**src/include/des_cfg.svh**
```systemverilog
`ifndef DES_CFG_SVH
`define DES_CFG_SVH

// **************************************************
// DES round widths
// **************************************************

// Data block and raw key.
`define DES_BLOCK_W 64

// One Feistel half.
`define DES_HALF_W 32

// Subkey and expanded right half.
`define DES_SUBKEY_W 48

`define DES_CD_W 28 // C or D after PC-1.

// Cumulative left rotation of C and D.
`define DES_ROT_W 5

`define DES_SBOX_COUNT 8

`endif

```
**src/verilog/des_types_pkg.sv**
```systemverilog
`include "des_cfg.svh"

package des_types_pkg;

    // Bit 1 is the MSB, as in the cipher tables.
    typedef logic [1:`DES_BLOCK_W] block_t;

    typedef logic [1:`DES_HALF_W] half_t;

    typedef logic [1:`DES_SUBKEY_W] subkey_t;

    typedef logic [1:`DES_CD_W] cd_t;

    // Legal range 0 to 27.
    typedef logic [`DES_ROT_W-1:0] rot_t;

    typedef logic [1:`DES_HALF_W/`DES_SBOX_COUNT] nibble_t; // One S-box output.

endpackage

```
**src/verilog/des_tables_pkg.sv**
```systemverilog
`include "des_cfg.svh"

package des_tables_pkg;

    import des_types_pkg::*;

    // **************************************************
    // S-boxes, one nibble per entry, row major
    // **************************************************

    localparam logic [255:0] SBOX_TABLE [`DES_SBOX_COUNT] = '{
        256'hE4D12FB83A6C5907_0F74E2D1A6CB9538_41E8D62BFC973A50_FC8249175B3EA06D,
        256'hF18E6B34972DC05A_3D47F28EC01A69B5_0E7BA4D158C6932F_D8A13F42B67C05E9,
        256'hA09E63F51DC7B428_D70934A6285ECBF1_D6498F30B12C5AE7_1AD069874FE3B52C,
        256'h7DE3069A1285BC4F_D8B56F03472C1AE9_A690CB7DF13E5284_3F06A1D8945BC72E,
        256'h2C417AB6853FD0E9_EB2C47D150FA3986_421BAD78F9C5630E_B8C71E2D6F09A453,
        256'hC1AF92680D34E75B_AF427C9561DE0B38_9EF528C3704A1DB6_432C95FABE17608D,
        256'h4B2EF08D3C975A61_D0B7491AE35C2F86_14BDC37EAF680592_6BD814A7950FE23C,
        256'hD2846FB1A93E50C7_1FD8A374C56B0E92_7B419CE206ADF358_21E74A8DFC90356B
    };

    // **************************************************
    // Bit selection tables, 1-based source indices
    // **************************************************

    localparam int unsigned E_TABLE [`DES_SUBKEY_W] = '{
        32,  1,  2,  3,  4,  5,  4,  5,  6,  7,  8,  9,
         8,  9, 10, 11, 12, 13, 12, 13, 14, 15, 16, 17,
        16, 17, 18, 19, 20, 21, 20, 21, 22, 23, 24, 25,
        24, 25, 26, 27, 28, 29, 28, 29, 30, 31, 32,  1
    };

    localparam int unsigned P_TABLE [`DES_HALF_W] = '{
        16,  7, 20, 21, 29, 12, 28, 17,  1, 15, 23, 26,  5, 18, 31, 10,
         2,  8, 24, 14, 32, 27,  3,  9, 19, 13, 30,  6, 22, 11,  4, 25
    };

    localparam int unsigned PC1_C_TABLE [`DES_CD_W] = '{
        57, 49, 41, 33, 25, 17,  9,  1, 58, 50, 42, 34, 26, 18,
        10,  2, 59, 51, 43, 35, 27, 19, 11,  3, 60, 52, 44, 36
    };

    localparam int unsigned PC1_D_TABLE [`DES_CD_W] = '{
        63, 55, 47, 39, 31, 23, 15,  7, 62, 54, 46, 38, 30, 22,
        14,  6, 61, 53, 45, 37, 29, 21, 13,  5, 28, 20, 12,  4
    };

    localparam int unsigned PC2_TABLE [`DES_SUBKEY_W] = '{
        14, 17, 11, 24,  1,  5,  3, 28, 15,  6, 21, 10,
        23, 19, 12,  4, 26,  8, 16,  7, 27, 20, 13,  2,
        41, 52, 31, 37, 47, 55, 30, 40, 51, 45, 33, 48,
        44, 49, 39, 56, 34, 53, 46, 42, 50, 36, 29, 32
    };

    // **************************************************
    // Lookup and permutation functions
    // **************************************************

    function automatic nibble_t sbox_lookup(int unsigned box, logic [1:6] din);
        logic [5:0] idx;
        idx = {din[1], din[6], din[2:5]}; // Row from outer bits, column from the middle.
        return SBOX_TABLE[box][255 - 4*idx -: 4];
    endfunction

    function automatic subkey_t expand(half_t r);
        subkey_t e;
        for (int i = 0; i < `DES_SUBKEY_W; i++)
        begin
            e[i+1] = r[E_TABLE[i]];
        end
        return e;
    endfunction

    function automatic half_t permute_p(half_t s);
        half_t p;
        for (int i = 0; i < `DES_HALF_W; i++)
        begin
            p[i+1] = s[P_TABLE[i]];
        end
        return p;
    endfunction

    function automatic cd_t pc1_c(block_t key);
        cd_t c;
        for (int i = 0; i < `DES_CD_W; i++)
        begin
            c[i+1] = key[PC1_C_TABLE[i]];
        end
        return c;
    endfunction

    function automatic cd_t pc1_d(block_t key);
        cd_t d;
        for (int i = 0; i < `DES_CD_W; i++)
        begin
            d[i+1] = key[PC1_D_TABLE[i]];
        end
        return d;
    endfunction

    function automatic subkey_t pc2(cd_t c, cd_t d);
        logic [1:2*`DES_CD_W] cd;
        subkey_t k;
        cd = {c, d};
        for (int i = 0; i < `DES_SUBKEY_W; i++)
        begin
            k[i+1] = cd[PC2_TABLE[i]];
        end
        return k;
    endfunction

    // Bit 1 is the MSB, so a left shift moves toward bit 1.
    function automatic cd_t rotate_cd(cd_t x, rot_t r);
        return (x << r) | (x >> (`DES_CD_W - r));
    endfunction

endpackage

```
**src/verilog/key_schedule.sv**
```systemverilog
module key_schedule (
    input  logic                   clk,
    input  logic                   rst,
    input  des_types_pkg::block_t  key_in,
    input  des_types_pkg::rot_t    rotation,
    output des_types_pkg::subkey_t subkey
);

    import des_types_pkg::*;
    import des_tables_pkg::*;

    cd_t c_q;
    cd_t d_q;

    // Stage 1 holds the rotated C and D halves.
    always_ff @(posedge clk)
    begin
        if (rst)
        begin
            c_q <= '0;
            d_q <= '0;
        end
        else
        begin
            c_q <= rotate_cd(pc1_c(key_in), rotation);
            d_q <= rotate_cd(pc1_d(key_in), rotation);
        end
    end

    // Stage 2 lines up with the expansion register of the data path.
    always_ff @(posedge clk)
    begin
        if (rst)
        begin
            subkey <= '0;
        end
        else
        begin
            subkey <= pc2(c_q, d_q);
        end
    end

endmodule

```
**src/verilog/expand_mix.sv**
```systemverilog
`include "des_cfg.svh"

module expand_mix (
    input  logic                   clk,
    input  logic                   rst,
    input  des_types_pkg::block_t  in,
    input  des_types_pkg::subkey_t subkey,
    output des_types_pkg::subkey_t mixed,
    output des_types_pkg::half_t   left,
    output des_types_pkg::half_t   right
);

    import des_types_pkg::*;
    import des_tables_pkg::*;

    half_t   left_0;
    half_t   right_0;
    half_t   left_1;
    half_t   right_1;
    subkey_t expanded;

    always_ff @(posedge clk)
    begin
        if (rst)
        begin
            left_0   <= '0;
            right_0  <= '0;
            expanded <= '0;
            left_1   <= '0;
            right_1  <= '0;
            mixed    <= '0;
            left     <= '0;
            right    <= '0;
        end
        else
        begin
            left_0  <= in[1:`DES_HALF_W]; // Capture.
            right_0 <= in[`DES_HALF_W+1:`DES_BLOCK_W];

            expanded <= expand(right_0);
            left_1   <= left_0;
            right_1  <= right_0;

            // Subkey from the same input cycle arrives here.
            mixed <= expanded ^ subkey;
            left  <= left_1;
            right <= right_1;
        end
    end

endmodule

```
**src/verilog/sbox_layer.sv**
```systemverilog
`include "des_cfg.svh"

module sbox_layer (
    input  logic                   clk,
    input  logic                   rst,
    input  des_types_pkg::subkey_t mixed,
    input  des_types_pkg::half_t   left,
    input  des_types_pkg::half_t   right,
    output des_types_pkg::half_t   substituted,
    output des_types_pkg::half_t   left_q,
    output des_types_pkg::half_t   right_q
);

    import des_types_pkg::*;
    import des_tables_pkg::*;

    localparam int GROUP_W = `DES_SUBKEY_W / `DES_SBOX_COUNT;
    localparam int NIB_W   = $bits(nibble_t);

    half_t sub_next;

    // Group i feeds S-box i+1.
    always_comb
    begin
        for (int i = 0; i < `DES_SBOX_COUNT; i++)
        begin
            sub_next[NIB_W*i+1 +: NIB_W] = sbox_lookup(i, mixed[GROUP_W*i+1 +: GROUP_W]);
        end
    end

    always_ff @(posedge clk)
    begin
        if (rst)
        begin
            substituted <= '0;
            left_q      <= '0;
            right_q     <= '0;
        end
        else
        begin
            substituted <= sub_next;
            left_q      <= left;
            right_q     <= right;
        end
    end

endmodule

```
**src/verilog/permute_combine.sv**
```systemverilog
module permute_combine (
    input  logic                  clk,
    input  logic                  rst,
    input  des_types_pkg::half_t  substituted,
    input  des_types_pkg::half_t  left,
    input  des_types_pkg::half_t  right,
    output des_types_pkg::block_t out
);

    import des_types_pkg::*;
    import des_tables_pkg::*;

    half_t permuted;
    half_t left_q;
    half_t right_q;

    always_ff @(posedge clk)
    begin
        if (rst)
        begin
            permuted <= '0;
            left_q   <= '0;
            right_q  <= '0;
        end
        else
        begin
            permuted <= permute_p(substituted);
            left_q   <= left;
            right_q  <= right;
        end
    end

    // New left is the old right. New right is f XOR the old left.
    always_ff @(posedge clk)
    begin
        if (rst)
        begin
            out <= '0;
        end
        else
        begin
            out <= {right_q, left_q ^ permuted};
        end
    end

endmodule

```
**src/verilog/des_round_top.sv**
```systemverilog
module des_round_top (
    input  logic                  clk,
    input  logic                  rst,
    input  des_types_pkg::block_t in,
    input  des_types_pkg::block_t key_in,
    input  des_types_pkg::rot_t   rotation,
    output des_types_pkg::block_t out
);

    import des_types_pkg::*;

    subkey_t subkey;
    subkey_t mixed;
    half_t   left_mix;
    half_t   right_mix;
    half_t   substituted;
    half_t   left_sub;
    half_t   right_sub;

    // **************************************************
    // Key path
    // **************************************************

    key_schedule u_key_schedule (
        .clk      (clk),
        .rst      (rst),
        .key_in   (key_in),
        .rotation (rotation),
        .subkey   (subkey)
    );

    // **************************************************
    // Data path
    // **************************************************

    expand_mix u_expand_mix (
        .clk    (clk),
        .rst    (rst),
        .in     (in),
        .subkey (subkey),
        .mixed  (mixed),
        .left   (left_mix),
        .right  (right_mix)
    );

    sbox_layer u_sbox_layer (
        .clk         (clk),
        .rst         (rst),
        .mixed       (mixed),
        .left        (left_mix),
        .right       (right_mix),
        .substituted (substituted),
        .left_q      (left_sub),
        .right_q     (right_sub)
    );

    permute_combine u_permute_combine (
        .clk         (clk),
        .rst         (rst),
        .substituted (substituted),
        .left        (left_sub),
        .right       (right_sub),
        .out         (out)
    );

endmodule

```
**config.mk**
```make
export PLATFORM = sky130hd
export DESIGN_NAME = des_round_top
export DESIGN_NICKNAME = d
export VERILOG_FILES = /design/src/verilog/des_types_pkg.sv /design/src/verilog/des_tables_pkg.sv /design/src/verilog/key_schedule.sv /design/src/verilog/expand_mix.sv /design/src/verilog/sbox_layer.sv /design/src/verilog/permute_combine.sv /design/src/verilog/des_round_top.sv
export VERILOG_INCLUDE_DIRS = /design/src /design/src/include
export SDC_FILE = /design/constraint.sdc
export NUM_CORES = 1
export LEC_CHECK = 0
export BUFFER_PORTS_ARGS = -buffer_cell sky130_fd_sc_hd__buf_2
export CORE_UTILIZATION = 35
export CTS_CLUSTER_DIAMETER = 60
export DETAILED_ROUTE_END_ITERATION = 10
export GPL_TIMING_DRIVEN = 0
export SYNTH_ARGS = -nofsm -noshare
export SYNTH_HDL_FRONTEND = slang
export SYNTH_SLANG_ARGS = --single-unit
```
**constraint.sdc**
```tcl
create_clock -name clk -period 3.26 [get_ports clk]
set_input_delay 0.652 -clock clk [delete_from_list [all_inputs] [get_ports clk]]
set_output_delay 0.652 -clock clk [all_outputs]
set_load 0.01 [all_outputs]
```
# Yosys cells after proc, flatten, opt, wreduce, memory -nomap -nowiden

Index checks and enable logic that the tools add are counted.

Register bits: 648
Input port bits: 135
Output and inout port bits: 64
Word-level logic and storage cells: 43

$add $sub $neg: 9
Shift operators: 12
Bitwise gates (word level): 4

Operators with widths:

| cell                      | number |
|---|---|
| $shiftx 259x33->4 const A | 8 |
| $sub 8x8->9 const A       | 8 |
| $shr 28x32->28            | 2 |
| $or 28x28->28             | 2 |
| $shl 28x5->28             | 2 |
| $xor 48x48->48            | 1 |
| $xor 32x32->32            | 1 |
| $sub 5x5->6 const A       | 1 |

# Depth between registers and ports, before layout

Gate-level depths: netlist of run 1.

Depth after elaboration: 3
Gate-level depth with buffers: 14
Mapped depth without buffers: 7

# Modules after synthesis

A second synthesis of run 1 with hierarchy kept.

Cells, all modules: 2612
Area total of the unflattened synthesis: 26314.0 µm²

Modules (own cells, without submodules):

| module          | instances | cells each | area an instance (µm²) | sequential area each (µm²) |
|---|---|---|---|---|
| key_schedule    | 1         | 829        | 8006.4                 | 1921.8 |
| sbox_layer      | 1         | 860        | 7084.3                 | 1921.8 |
| expand_mix      | 1         | 554        | 6731.5                 | 4804.6 |
| permute_combine | 1         | 369        | 4491.8                 | 3203.1 |

# Worst setup path before layout of run 1

Ideal clock, no wire load.

Path kind: input to register
Start: input port rotation[0]
End: register u_key_schedule.c_q[9]
Setup time: 92 ps
Arrival time: 3071 ps
Data required time: 3168 ps
Setup slack: 96 ps
Stages on the path: 11
Buffers on the path: 4
Path through: inv_1 > buf_2 > buf_1 > ha_1 > buf_6 > xor2_2 > buf_4 > mux4_2 > nor2_1 > nor3_1 > o32ai_1

Cells in the longest elaborated chain, start to end: 3
Elaborated cells between the ends (all ways): 4

Ends and longest elaborated chain:

| what                  | RTL line              | RTL |
|---|---|---|
| from (decl)           | des_round_top.sv:6    | `input des_types_pkg::rot_t rotation,` |
| $sub 5x5->6 (no line) | n/a                   |  |
| $shr 28x32->28        | des_tables_pkg.sv:114 | `` return (x << r) \| (x >> (`DES_CD_W - r)); `` |
| $or 28x28->28 *       | des_tables_pkg.sv:114 |  |
| to (signal assigned)  | key_schedule.sv:25    | `c_q <= rotate_cd(pc1_c(key_in), rotation);` |
| to (decl)             | key_schedule.sv:12    | `cd_t c_q;` |

Every way passes the cells marked *; elsewhere a longest branch is shown, timed or not.
A chain may end at the register's enable or synchronous reset.

# Worst setup path after layout of run 1

Start: input port rotation[1]
End: register u_key_schedule.d_q[3]

Cells in the longest elaborated chain, start to end: 3
Elaborated cells between the ends (all ways): 4

Ends and longest elaborated chain:

| what                  | RTL line              | RTL |
|---|---|---|
| $sub 5x5->6 (no line) | n/a                   |  |
| $shr 28x32->28        | des_tables_pkg.sv:114 |  |
| $or 28x28->28 *       | des_tables_pkg.sv:114 |  |
| to (signal assigned)  | key_schedule.sv:26    | `d_q <= rotate_cd(pc1_d(key_in), rotation);` |
| to (decl)             | key_schedule.sv:13    | `cd_t d_q;` |

Marks and branches as above.

==> impl_metrics.py, run 1 <==
metrics = {
    "synth": {
        "synth_top_family_by_area": "simple AND/OR/NAND/NOR gates",
        "seq_area_frac_synth_pct": 45.0,
        "synth_top_cell_area_share_pct": 45.0,
        "yosys.area_share.simple_pct": 18.7,
        "synth_ff_type": "dfxtp_1",
        "yosys-top-cells-area": "dfxtp_1 45%, nor2b_1 11%, mux4_2 9.4%, mux2i_1 3.6%, xnor2_1 3.2%",
        "yosys_warnings": 0,
        "synthCells": 2618,
        "yosys.cell_types.count": 83,
        "synth_xor_area_share_pct": 3.80,
        "synth_common_cells": "592 x dfxtp_1, 459 x nor2b_1, 191 x nor2_1",
        "synth_top_cell_by_area": "dfxtp_1",
        "synth_compound_area_share_pct": 11.2,
        "synthArstFlopShare_pct": 0,
        "synth_area_per_cell_um2": 10.1,
        "ys_ff_latch": 592,
        "syn-num-nets": 2815,
        "synthMuxAreaShare_pct": 14.1,
        "netlist_area_um2": 26300,
        "synth_edf_count": 0,
        "synthAdderAreaFrac_pct": 2.94,
        "synth.most_common_cell": "dfxtp_1",
    },
    "layout": {
        "final_area_um2": 30600,
        "final_layout_size_suffix_gt1_share_pct": 17.8,
        "nets": 3064,
        "area_growth_pct": 16.1,
        "antennaDiodeCount": 0,
        "fill_cells": 7387,
    },
    "floorplanning": {
        "coreArea_um2": 74400,
        "initial_utilization_pct": 35.4,
        "rows": 100,
        "io_pins": 199,
        "die_area_um2": 76400,
        "die_x_um": 276,
        "die_height_um": 276,
    },
    "placement": {
        "place_congestion": 0.993,
        "dpl_cell_area_um2": 28500,
        "io_buffers": 188,
        "place_hpwl_um": 62300,
    },
    "setup_path": {
        "slowest_delay_ns": 0.69,
        "crit_buf_inv": 6,
        "startpoint_type": "input port",
        "crit_path_end_kind": "flop",
        "worstSetupPathType": "in2reg",
        "cp_top_family": "buffers and inverters",
        "slowest_stage": "nor2_1",
        "reg2reg_depth": 9,
        "worstPathRequired_ns": 3.81,
        "worstPathCellList": "buf_2 > buf_4 > buf_4 > inv_1 > ha_1 > buf_6 > and3b_1 > buf_2 > o22ai_2 > nor2_1 > o2111ai_1 > nand3_1",
        "worst_r2r_startpoint": "u_expand_mix.mixed[14]$_SDFF_PP0_",
        "critical_path.max_fanout": 10,
        "crit_start": "rotation[1]",
        "reg2reg_to": "u_sbox_layer.substituted[10]$_SDFF_PP0_",
        "cp.arrival_ns": 3.80,
        "r2r_slack_ns": 0.25,
    },
    "timing": {
        "fin_crit_sh_pct": 99.8,
        "fin_hold_ws_ns": 0.223,
        "slew-limit-headroom_pct": 8.28,
        "worst_slew_pin_slew_ns": 1.37,
        "drv_slew": 0,
        "period_needed_ns": 3.25,
        "hold_violations": 0,
        "setup_tns_ns": 0,
        "clock_skew_ns": 0.0363,
        "finalSetupViolations": 0,
        "fmax_mhz": 307,
    },
    "pwr": {
        "power.leakage_nw": 11.9,
        "seq_power_share_pct": 44.7,
        "p_comb_share_pct": 16.9,
        "power.internal_mw": 12.7,
        "swShare_pct": 27.4,
        "p_clk_share_pct": 38.3,
        "p_sw_mw": 4.79,
        "p_per_area_nw_per_um2": 572,
        "max-vdd-ir-drop_mv": 0.407,
    },
    "route": {
        "drt-wirelength-per-cell_um": 21.0,
        "wl_um": 81800,
        "drtAntennaViolNets": 0,
        "dr_total_vias": 20200,
        "drt_iter0_markers": 1752,
        "drtPass1Iterations": 5,
        "via_per_inst": 5.20,
        "drcViolationCount": 0,
    },
    "run": {
        "cap_violations": 0,
    },
    "global_route": {
        "grt_usage_pct": 21.0,
        "grt_pass1_wl_um": 123000,
        "grt-ovfl-total": 0,
        "grt_max_degree": 18,
        "grt_pass1_vias": 19500,
        "antenna_found_initial": 2,
    },
    "clock_tree": {
        "path_clk_slew_ns": 0.06,
        "cts_sinks": 592,
        "clk_latency_ns": 0.63,
        "cts.htree.levels": 2,
        "post_cts_buffers": 0,
        "numCtsBuffers": 59,
        "cts_max_path_buffers": 3,
        "cts_root_buffer": "clkbuf_16",
        "cts_tree": "done",
    },
    "hold_path": {
        "hold_path_depth": 2,
        "hold_end": "u_expand_mix.right_0[29]$_SDFF_PP0_",
        "min_path_type": "in2reg",
        "min_from": "in[29]",
    },
    "run_status": {
        "status": "finished clean",
    },
}
cell families (layout without fill, tap and decap cells):
family / count (synthesis) / after routing
AOI/OAI and AO/OA: 448 / 448
xor gates and xnor gates: 111 / 111
adders and majority gates: 62 / 62
buffers and inverters: 249 / 547
DFF: 592 / 592
muxes: 230 / 230
and+or+nand+nor: 926 / 926
flip-flops by register name (all words and copies together), names as in the netlist:
signal and cells:
u_sbox_layer.substituted 32, u_permute_combine.right_q 32, u_expand_mix.expanded 32, u_permute_combine.left_q 32
u_expand_mix.mixed 48, u_permute_combine.permuted 32, u_key_schedule.subkey 48, u_key_schedule.c_q 24
u_sbox_layer.left_q 32, u_expand_mix.left_1 32, u_expand_mix.left 32, u_permute_combine.out 64
u_expand_mix.left_0 32, u_expand_mix.right_0 32, u_key_schedule.d_q 24, u_expand_mix.right 32
u_sbox_layer.right_q 32
metal layers:
layer	track usage [%]	up-vias	wire [µm]
met5	0	-	0
met4	8.94	0	3480
met3	3.25	184	5660
met2	33.6	967	36800
met1	28.1	9519	35800
li1	-	9521	-
how the worst max path moves through the flow:
stage	end	slack, ns	cells after the start
after detailed placement	u_key_schedule.c_q[23]$_SDFF_PP0_	-1.24	13
after CTS	u_key_schedule.d_q[3]$_SDFF_PP0_	0.008	13
final	u_key_schedule.d_q[3]$_SDFF_PP0_	0.005	12
after floorplan	u_key_schedule.c_q[9]$_SDFF_PP0_	0.1	11
after global routing	u_key_schedule.d_q[3]$_SDFF_PP0_	-0.005	13
after global placement	u_key_schedule.d_q[11]$_SDFF_PP0_	-1.33	12
power groups by stage:
stage	sequential, mW	combinational (mW)	clock (mW)
detailed placement	7.99	2.86	0
global route	7.86	3.16	7.18
finish	7.82	2.96	6.70
floorplan	7.90	1.94	0
CTS	7.83	2.89	6.88
global placement	7.98	2.89	0
cell type report:
| class | instances | area [µm²] | share of cell area, % |
|---|---|---|---|
| repair buffers | 188 | 941 | 3.08 |
| multi-input cells | 1777 | 13400 | 44.0 |
| clock inverters | 30 | 312 | 1.02 |
| flip-flops and latches | 592 | 11900 | 38.8 |
| well taps | 969 | 1210 | 3.97 |
| plain buffers | 204 | 985 | 3.22 |
| inverters | 45 | 169 | 0.552 |
| clock buffers | 80 | 1670 | 5.45 |
placed cells by master (no fill, tap or decap), types with 12 or more instances in the layout:
master,n
xor2_1,12
o21ai_0,89
xnor2_1,94
ha_1,62
nand3_1,25
buf_1,14
mux2_2,25
mux2i_1,93
dfxtp_1,592
nand2b_1,16
a211oi_1,33
buf_6,13
nand2_1,155
clkbuf_1,136
o211ai_1,21
buf_2,219
nor3_1,33
a31oi_1,16
nor2_1,190
buf_4,14
inv_1,43
clkbuf_16,59
mux4_2,110
clkinv_2,15
nor2b_1,459
a21oi_1,121
timing repair:
item | 4_1_cts | 5_1_grt
setup endpoints to repair | 53 | 27
hold buffers | 0 | 0
gates resized for setup | 17 | 11
gates cloned | 0 | 0
pin swaps | 1 | 1
endpoints found under the hold margin | 0 | 0
stage by stage:
step                power (mW)  setup WS [ns]  util [%]  std cells
global placement          10.9          -1.33      38.3       3775
CTS                       17.6        0.00825      41.0       3885
global route              18.2       -0.00467      41.1       3885
floorplan                 9.84         0.0962         -       2618
finish                    17.5        0.00512      41.1       3885
detailed placement        10.8          -1.24      38.3       3775
No activity file was read; power rests on OpenSTA's default activity.
==> run 2: changes to the inputs <==
--- a/config.mk
+++ b/config.mk
@@ -7,7 +7,7 @@
 export NUM_CORES = 1
 export LEC_CHECK = 0
 export BUFFER_PORTS_ARGS = -buffer_cell sky130_fd_sc_hd__buf_2
-export CORE_UTILIZATION = 35
+export CORE_UTILIZATION = 41
 export CTS_CLUSTER_DIAMETER = 60
 export DETAILED_ROUTE_END_ITERATION = 10
 export GPL_TIMING_DRIVEN = 0
==> run 2 against run 1 <==
  * The flow now finishes with violations (negative setup slack)
  * Register-to-register slack improved by 0.05 ns
  * Global-route usage increased by 4.8 points
  * Clock skew increased by 0.0061 ns
  * Design area decreased by 0.75%
  * Critical endpoint is now u_key_schedule.d_q[4]$_SDFF_PP0_
  * Power decreased by 1.5%
  * Routed wire length increased by 5.8%
  * Critical path type unchanged
==> impl_metrics.py, run 2 (same netlist as run 1, synthesis figures left out) <==
metrics = {
    "setup_path": {
        "reg2reg_depth": 9,
        "worstPathCellList": "buf_2 > buf_6 > buf_4 > inv_1 > ha_2 > buf_4 > buf_12 > buf_4 > buf_4 > mux4_2 > mux2i_2 > o21ai_0 > o2111ai_1 > nand2_1",
        "worstSetupPathType": "in2reg",
        "crit_start": "rotation[1]",
        "cp.arrival_ns": 3.79,
        "cp-endpoint": "u_key_schedule.d_q[4]$_SDFF_PP0_",
        "crit_path_end_kind": "flop",
        "reg2reg_to": "u_sbox_layer.substituted[14]$_SDFF_PP0_",
        "critical_path.max_fanout": 10,
        "worst_r2r_startpoint": "u_expand_mix.mixed[20]$_SDFF_PP0_",
        "slowest_stage": "mux4_2",
        "startpoint_type": "input port",
        "slowest_delay_ns": 0.38,
        "crit_top_cell": "buf_4",
        "r2r_slack_ns": 0.30,
        "worstPathRequired_ns": 3.72,
    },
    "route": {
        "drt-wirelength-per-cell_um": 23.0,
        "dr_total_vias": 20400,
        "via_per_inst": 5.43,
        "drtAntennaViolNets": 0,
        "drt_iter0_markers": 1795,
        "drcViolationCount": 0,
        "drtPass1Iterations": 6,
        "wl_um": 86500,
    },
    "pwr": {
        "p_comb_share_pct": 17.7,
        "p_sw_mw": 4.69,
        "swShare_pct": 27.2,
        "p_total_mw": 17.2,
        "seq_power_share_pct": 45.4,
        "power.internal_mw": 12.5,
        "power.leakage_nw": 11.9,
        "p_clk_share_pct": 36.9,
        "max-vdd-ir-drop_mv": 0.431,
        "p_per_area_nw_per_um2": 567,
    },
    "global_route": {
        "grt-ovfl-total": 0,
        "grt_usage_pct": 25.8,
        "grt_pass1_vias": 19800,
        "grt_max_degree": 16,
        "grt_pass1_wl_um": 128000,
        "antenna_found_initial": 1,
    },
    "timing": {
        "fin_ws_ns": -0.0664,
        "drv_slew": 0,
        "rsz0062_at_grt": "false",
        "slew-limit-headroom_pct": 20.6,
        "fin_crit_sh_pct": 102,
        "fmax_mhz": 301,
        "period_needed_ns": 3.33,
        "finalSetupViolations": 2,
        "setup_tns_ns": -0.112,
        "hold_violations": 0,
        "clock_skew_ns": 0.0424,
        "worst_slew_pin_slew_ns": 1.19,
        "fin_hold_ws_ns": 0.248,
    },
    "placement": {
        "placedCellCount": 3652,
        "place_congestion": 0.942,
        "dpl_cell_area_um2": 28300,
        "io_buffers": 188,
        "place_hpwl_um": 66700,
        "place_ws_ns": -1.47,
    },
    "clock_tree": {
        "cts_max_path_buffers": 3,
        "cts_tree": "done",
        "path_clk_slew_ns": 0.06,
        "cts.htree.levels": 2,
        "clk_latency_ns": 0.61,
        "ctsHoldBuffers": 0,
        "numCtsBuffers": 54,
        "cts_sinks": 592,
        "cts_root_buffer": "clkbuf_16",
    },
    "floorplanning": {
        "die_height_um": 255,
        "coreArea_um2": 63300,
        "initial_utilization_pct": 41.6,
        "rows": 92,
        "die_area_um2": 65300,
        "io_pins": 199,
        "die_x_um": 255,
    },
    "layout": {
        "final_layout_size_suffix_gt1_share_pct": 17.6,
        "multi_input_comb_area_um2": 13500,
        "utilization_pct": 47.9,
        "nets": 3060,
        "regMostFlops": "u_permute_combine.out",
        "largest_reg_flops": 64,
        "final_area_um2": 30300,
        "regArea_um2": 11900,
        "area_growth_pct": 15.2,
        "mostFrequentLayoutCell": "dfxtp_1",
        "stdcell_count": 3758,
        "reg_top3": "u_permute_combine.out x64, u_expand_mix.mixed x48, u_key_schedule.subkey x48",
        "final_cell_mix": "592 x dfxtp_1, 459 x nor2b_1, 218 x buf_2",
        "fill_cells": 5959,
    },
    "run": {
        "cap_violations": 0,
    },
    "run_status": {
        "violations": "negative setup slack",
        "status": "finished, violations left",
    },
    "hold_path": {
        "min_path_type": "in2reg",
    },
}
## run 2: power by group through the flow
stage,combinational [mW],clock [mW],sequential [mW]
final,3.04,6.36,7.81
after global routing,3.23,6.80,7.85
after CTS,2.98,6.49,7.82
after detailed placement,2.94,0,7.98
after global placement,2.96,0,7.97
after floorplan,1.94,0,7.90
## run 2: layout make-up
| type | instances | share of cell area, % |
|---|---|---|
| repair buffers | 189 | 3.13 |
| inverters | 45 | 0.557 |
| diodes | 3 | 0.0247 |
| flip-flops and latches | 592 | 39.1 |
| clock inverters | 23 | 0.915 |
| well taps | 846 | 3.49 |
| clock buffers | 79 | 5.16 |
| plain buffers | 204 | 3.32 |
| multi-input cells | 1777 | 44.4 |
## run 2: critical path, delay by kind of cell
kind / cells / cell delay, ns
AO/OA/AOI/OAI: 2 / 0.32
adder cells (fa/ha/maj): 1 / 0.34
buffers and inverters: 8 / 1.63
multiplexers: 2 / 0.69
AND/OR/NAND/NOR: 1 / 0.12
## run 2: how the worst min path moves through the flow
stage / startpoint / endpoint / slack, ns / depth (start not counted)
final: in[43] / u_expand_mix.left_0[11]$_SDFF_PP0_ / 0.25 / 2
after global routing: in[43] / u_expand_mix.left_0[11]$_SDFF_PP0_ / 0.23 / 2
after CTS: in[43] / u_expand_mix.left_0[11]$_SDFF_PP0_ / 0.22 / 2
after detailed placement: u_expand_mix.left_0[10]$_SDFF_PP0_ / u_expand_mix.left_1[10]$_SDFF_PP0_ / 0.42 / 1
after global placement: u_expand_mix.left_1[31]$_SDFF_PP0_ / u_expand_mix.left[31]$_SDFF_PP0_ / 0.42 / 1
after floorplan: u_expand_mix.right_0[7]$_SDFF_PP0_ / u_expand_mix.expanded[12]$_SDFF_PP0_ / 0.41 / 1
## run 2: repair_timing
item                                    in CTS  in global routing
setup buffers                                1                  0
hold endpoints to repair                     0                  0
pin swaps                                    2                  0
gates resized for setup                     26                 14
endpoints found under the setup margin      48                 20
## run 2: per-layer routing
| metal | vias to the layer above | global-route usage (%) | share of wire, % |
|---|---|---|---|
| met4 | 0 | 10.1 | 3.9 |
| li1 | 9499 | - | - |
| met5 | - | 0 | 0 |
| met2 | 852 | 42.5 | 47 |
| met1 | 9870 | 34.2 | 44 |
| met3 | 173 | 3.61 | 5.7 |
==> run 3: changes to the inputs <==
==> constraint.sdc (replaced) <==
create_clock -name clk -period 3.26 [get_ports clk]
set_input_delay 0.815 -clock clk [delete_from_list [all_inputs] [get_ports clk]]
set_output_delay 0.815 -clock clk [all_outputs]
set_load 0.01 [all_outputs]
==> run 3 against run 2 <==
  * The run still ends with negative setup slack left
  * Via count shrank 0.16%
  * Fmax increased by 2.0%
  * Design area is 0.67% higher
  * Sequential power barely moved
  * Largest power group unchanged
==> impl_metrics.py, run 3 (same netlist as run 1, synthesis figures left out) <==
metrics = {
    "pwr": {
        "power.internal_mw": 12.7,
        "swShare_pct": 27.2,
        "max-vdd-ir-drop_mv": 0.391,
        "p_clk_share_pct": 37.8,
        "p_per_area_nw_per_um2": 573,
        "seq_power_share_pct": 44.7,
        "power.leakage_nw": 12.0,
        "p_sw_mw": 4.75,
        "p_comb_share_pct": 17.5,
    },
    "timing": {
        "hold_violations": 0,
        "period_needed_ns": 3.26,
        "worst_slew_pin_slew_ns": 1.42,
        "rsz0062_at_grt": "false",
        "drv_slew": 0,
        "clock_skew_ns": 0.0448,
        "fmax_mhz": 307,
        "slew-limit-headroom_pct": 4.85,
        "setup_tns_ns": -0.000918,
        "fin_hold_ws_ns": 0.399,
        "fin_crit_sh_pct": 100,
        "finalSetupViolations": 1,
        "fin_ws_ns": -0.000918,
    },
    "route": {
        "drt_iter0_markers": 1769,
        "dr_total_vias": 20400,
        "drt-wirelength-per-cell_um": 23.1,
        "via_per_inst": 5.42,
        "drtPass1Iterations": 6,
        "wl_um": 86900,
        "drtAntennaViolNets": 0,
        "drcViolationCount": 0,
    },
    "clock_tree": {
        "cts_tree": "done",
        "numCtsBuffers": 56,
        "cts.htree.levels": 2,
        "cts_max_path_buffers": 3,
        "clk_latency_ns": 0.61,
        "cts_sinks": 592,
        "cts_root_buffer": "clkbuf_16",
        "path_clk_slew_ns": 0.07,
    },
    "hold_path": {
        "min_path_type": "reg2reg",
    },
    "floorplanning": {
        "io_pins": 199,
        "die_x_um": 255,
        "die_area_um2": 65300,
        "die_height_um": 255,
        "rows": 92,
        "coreArea_um2": 63300,
        "initial_utilization_pct": 41.6,
    },
    "global_route": {
        "grt_max_degree": 16,
        "grt_usage_pct": 26.0,
        "grt-ovfl-total": 0,
        "antenna_found_initial": 2,
        "grt_pass1_wl_um": 129000,
        "grt_pass1_vias": 19900,
    },
    "setup_path": {
        "critical_path.max_fanout": 10,
        "startpoint_type": "input port",
        "worstPathRequired_ns": 3.74,
        "worstPathCellList": "buf_2 > inv_1 > buf_4 > buf_4 > ha_2 > buf_4 > buf_12 > buf_4 > buf_6 > nor2_1 > nand2_1 > o21ai_2 > a32oi_1 > o22ai_1",
        "slowest_stage": "o22ai_1",
        "crit_top_cell": "buf_4",
        "worstSetupPathType": "in2reg",
        "crit_path_end_kind": "flop",
        "cp.arrival_ns": 3.74,
        "cp_top_family": "buffers and inverters",
        "slowest_delay_ns": 0.33,
        "crit_buf_inv": 8,
    },
    "layout": {
        "final_area_um2": 30500,
        "regMostFlops": "u_permute_combine.out",
        "reg_top3": "u_permute_combine.out x64, u_expand_mix.mixed x48, u_key_schedule.subkey x48",
        "utilization_pct": 48.2,
        "final_layout_size_suffix_gt1_share_pct": 18.3,
        "nets": 3065,
        "mostFrequentLayoutCell": "dfxtp_1",
        "area_growth_pct": 16.0,
        "final_cell_mix": "592 x dfxtp_1, 459 x nor2b_1, 215 x buf_2",
        "largest_reg_flops": 64,
        "antennaDiodeCount": 0,
        "fill_cells": 6022,
    },
    "placement": {
        "io_buffers": 188,
        "place_congestion": 0.986,
        "place_ws_ns": -1.25,
        "dpl_cell_area_um2": 28300,
        "place_hpwl_um": 66700,
    },
    "run_status": {
        "status": "finished, violations left",
        "violations": "negative setup slack",
    },
    "run": {
        "cap_violations": 0,
    },
}
run 3: final timing paths:
path / endpoint / start / slack (ns) / depth (start not counted)
worst min-delay path: u_permute_combine.left_q[31]$_SDFF_PP0_ / u_sbox_layer.left_q[31]$_SDFF_PP0_ / 0.40 / 1
worst max-delay path: u_key_schedule.c_q[7]$_SDFF_PP0_ / rotation[0] / -0.0009 / 14
worst max register to register: u_sbox_layer.substituted[14]$_SDFF_PP0_ / u_expand_mix.mixed[20]$_SDFF_PP0_ / 0.20 / 9
worst min register to register: u_permute_combine.left_q[31]$_SDFF_PP0_ / u_sbox_layer.left_q[31]$_SDFF_PP0_ / 0.40 / 1
run 3: worst register-to-register path, cell delays in order (launching register included):
cell	delay, ns
dfxtp_1	0.41
clkbuf_1	0.41
inv_1	0.25
ha_1	0.33
clkbuf_1	0.21
nor2_1	0.33
o21bai_1	0.20
o21ai_0	0.12
mux4_2	0.52
nor2_1	0.22
run 3: layer usage:
| layer | routed length [µm] | part of all wire [%] | track usage [%] |
|---|---|---|---|
| met2 | 40500 | 47 | 42.7 |
| met3 | 4620 | 5.3 | 3.38 |
| met1 | 38000 | 44 | 34.4 |
| met4 | 3780 | 4.4 | 11.1 |
| met5 | 0 | 0 | 0 |
run 3: cell type report:
cell class,count,area [µm²],share of cell area [%]
clock buffers,73,1570,5.12
well taps,846,1060,3.47
multi-input cells,1777,13600,44.4
inverters,45,169,0.553
clock inverters,29,359,1.18
repair buffers,193,978,3.20
plain buffers,203,1010,3.31
flip-flops and latches,592,11900,38.8
run 3: repair_timing:
item	4_1_cts	5_1_grt
setup buffers	2	3
pin swaps	2	2
resized for setup	34	21
hold buffers	0	0
setup endpoints to repair	56	37
run 3: power groups by stage:
stage / logic (mW) / clock network (mW) / registers (mW)
floorplan: 1.94 / 0 / 7.90
global placement: 2.95 / 0 / 7.98
detailed placement: 2.93 / 0 / 7.98
CTS: 2.98 / 6.77 / 7.82
global route: 3.26 / 7.08 / 7.85
finish: 3.06 / 6.61 / 7.82
run 3: metrics by stage:
stage                     power [mW]  std cells
after global placement          10.9       3652
after global routing            18.2       3758
after floorplan                 9.84       2618
final                           17.5       3758
after detailed placement        10.9       3652
after CTS                       17.6       3756
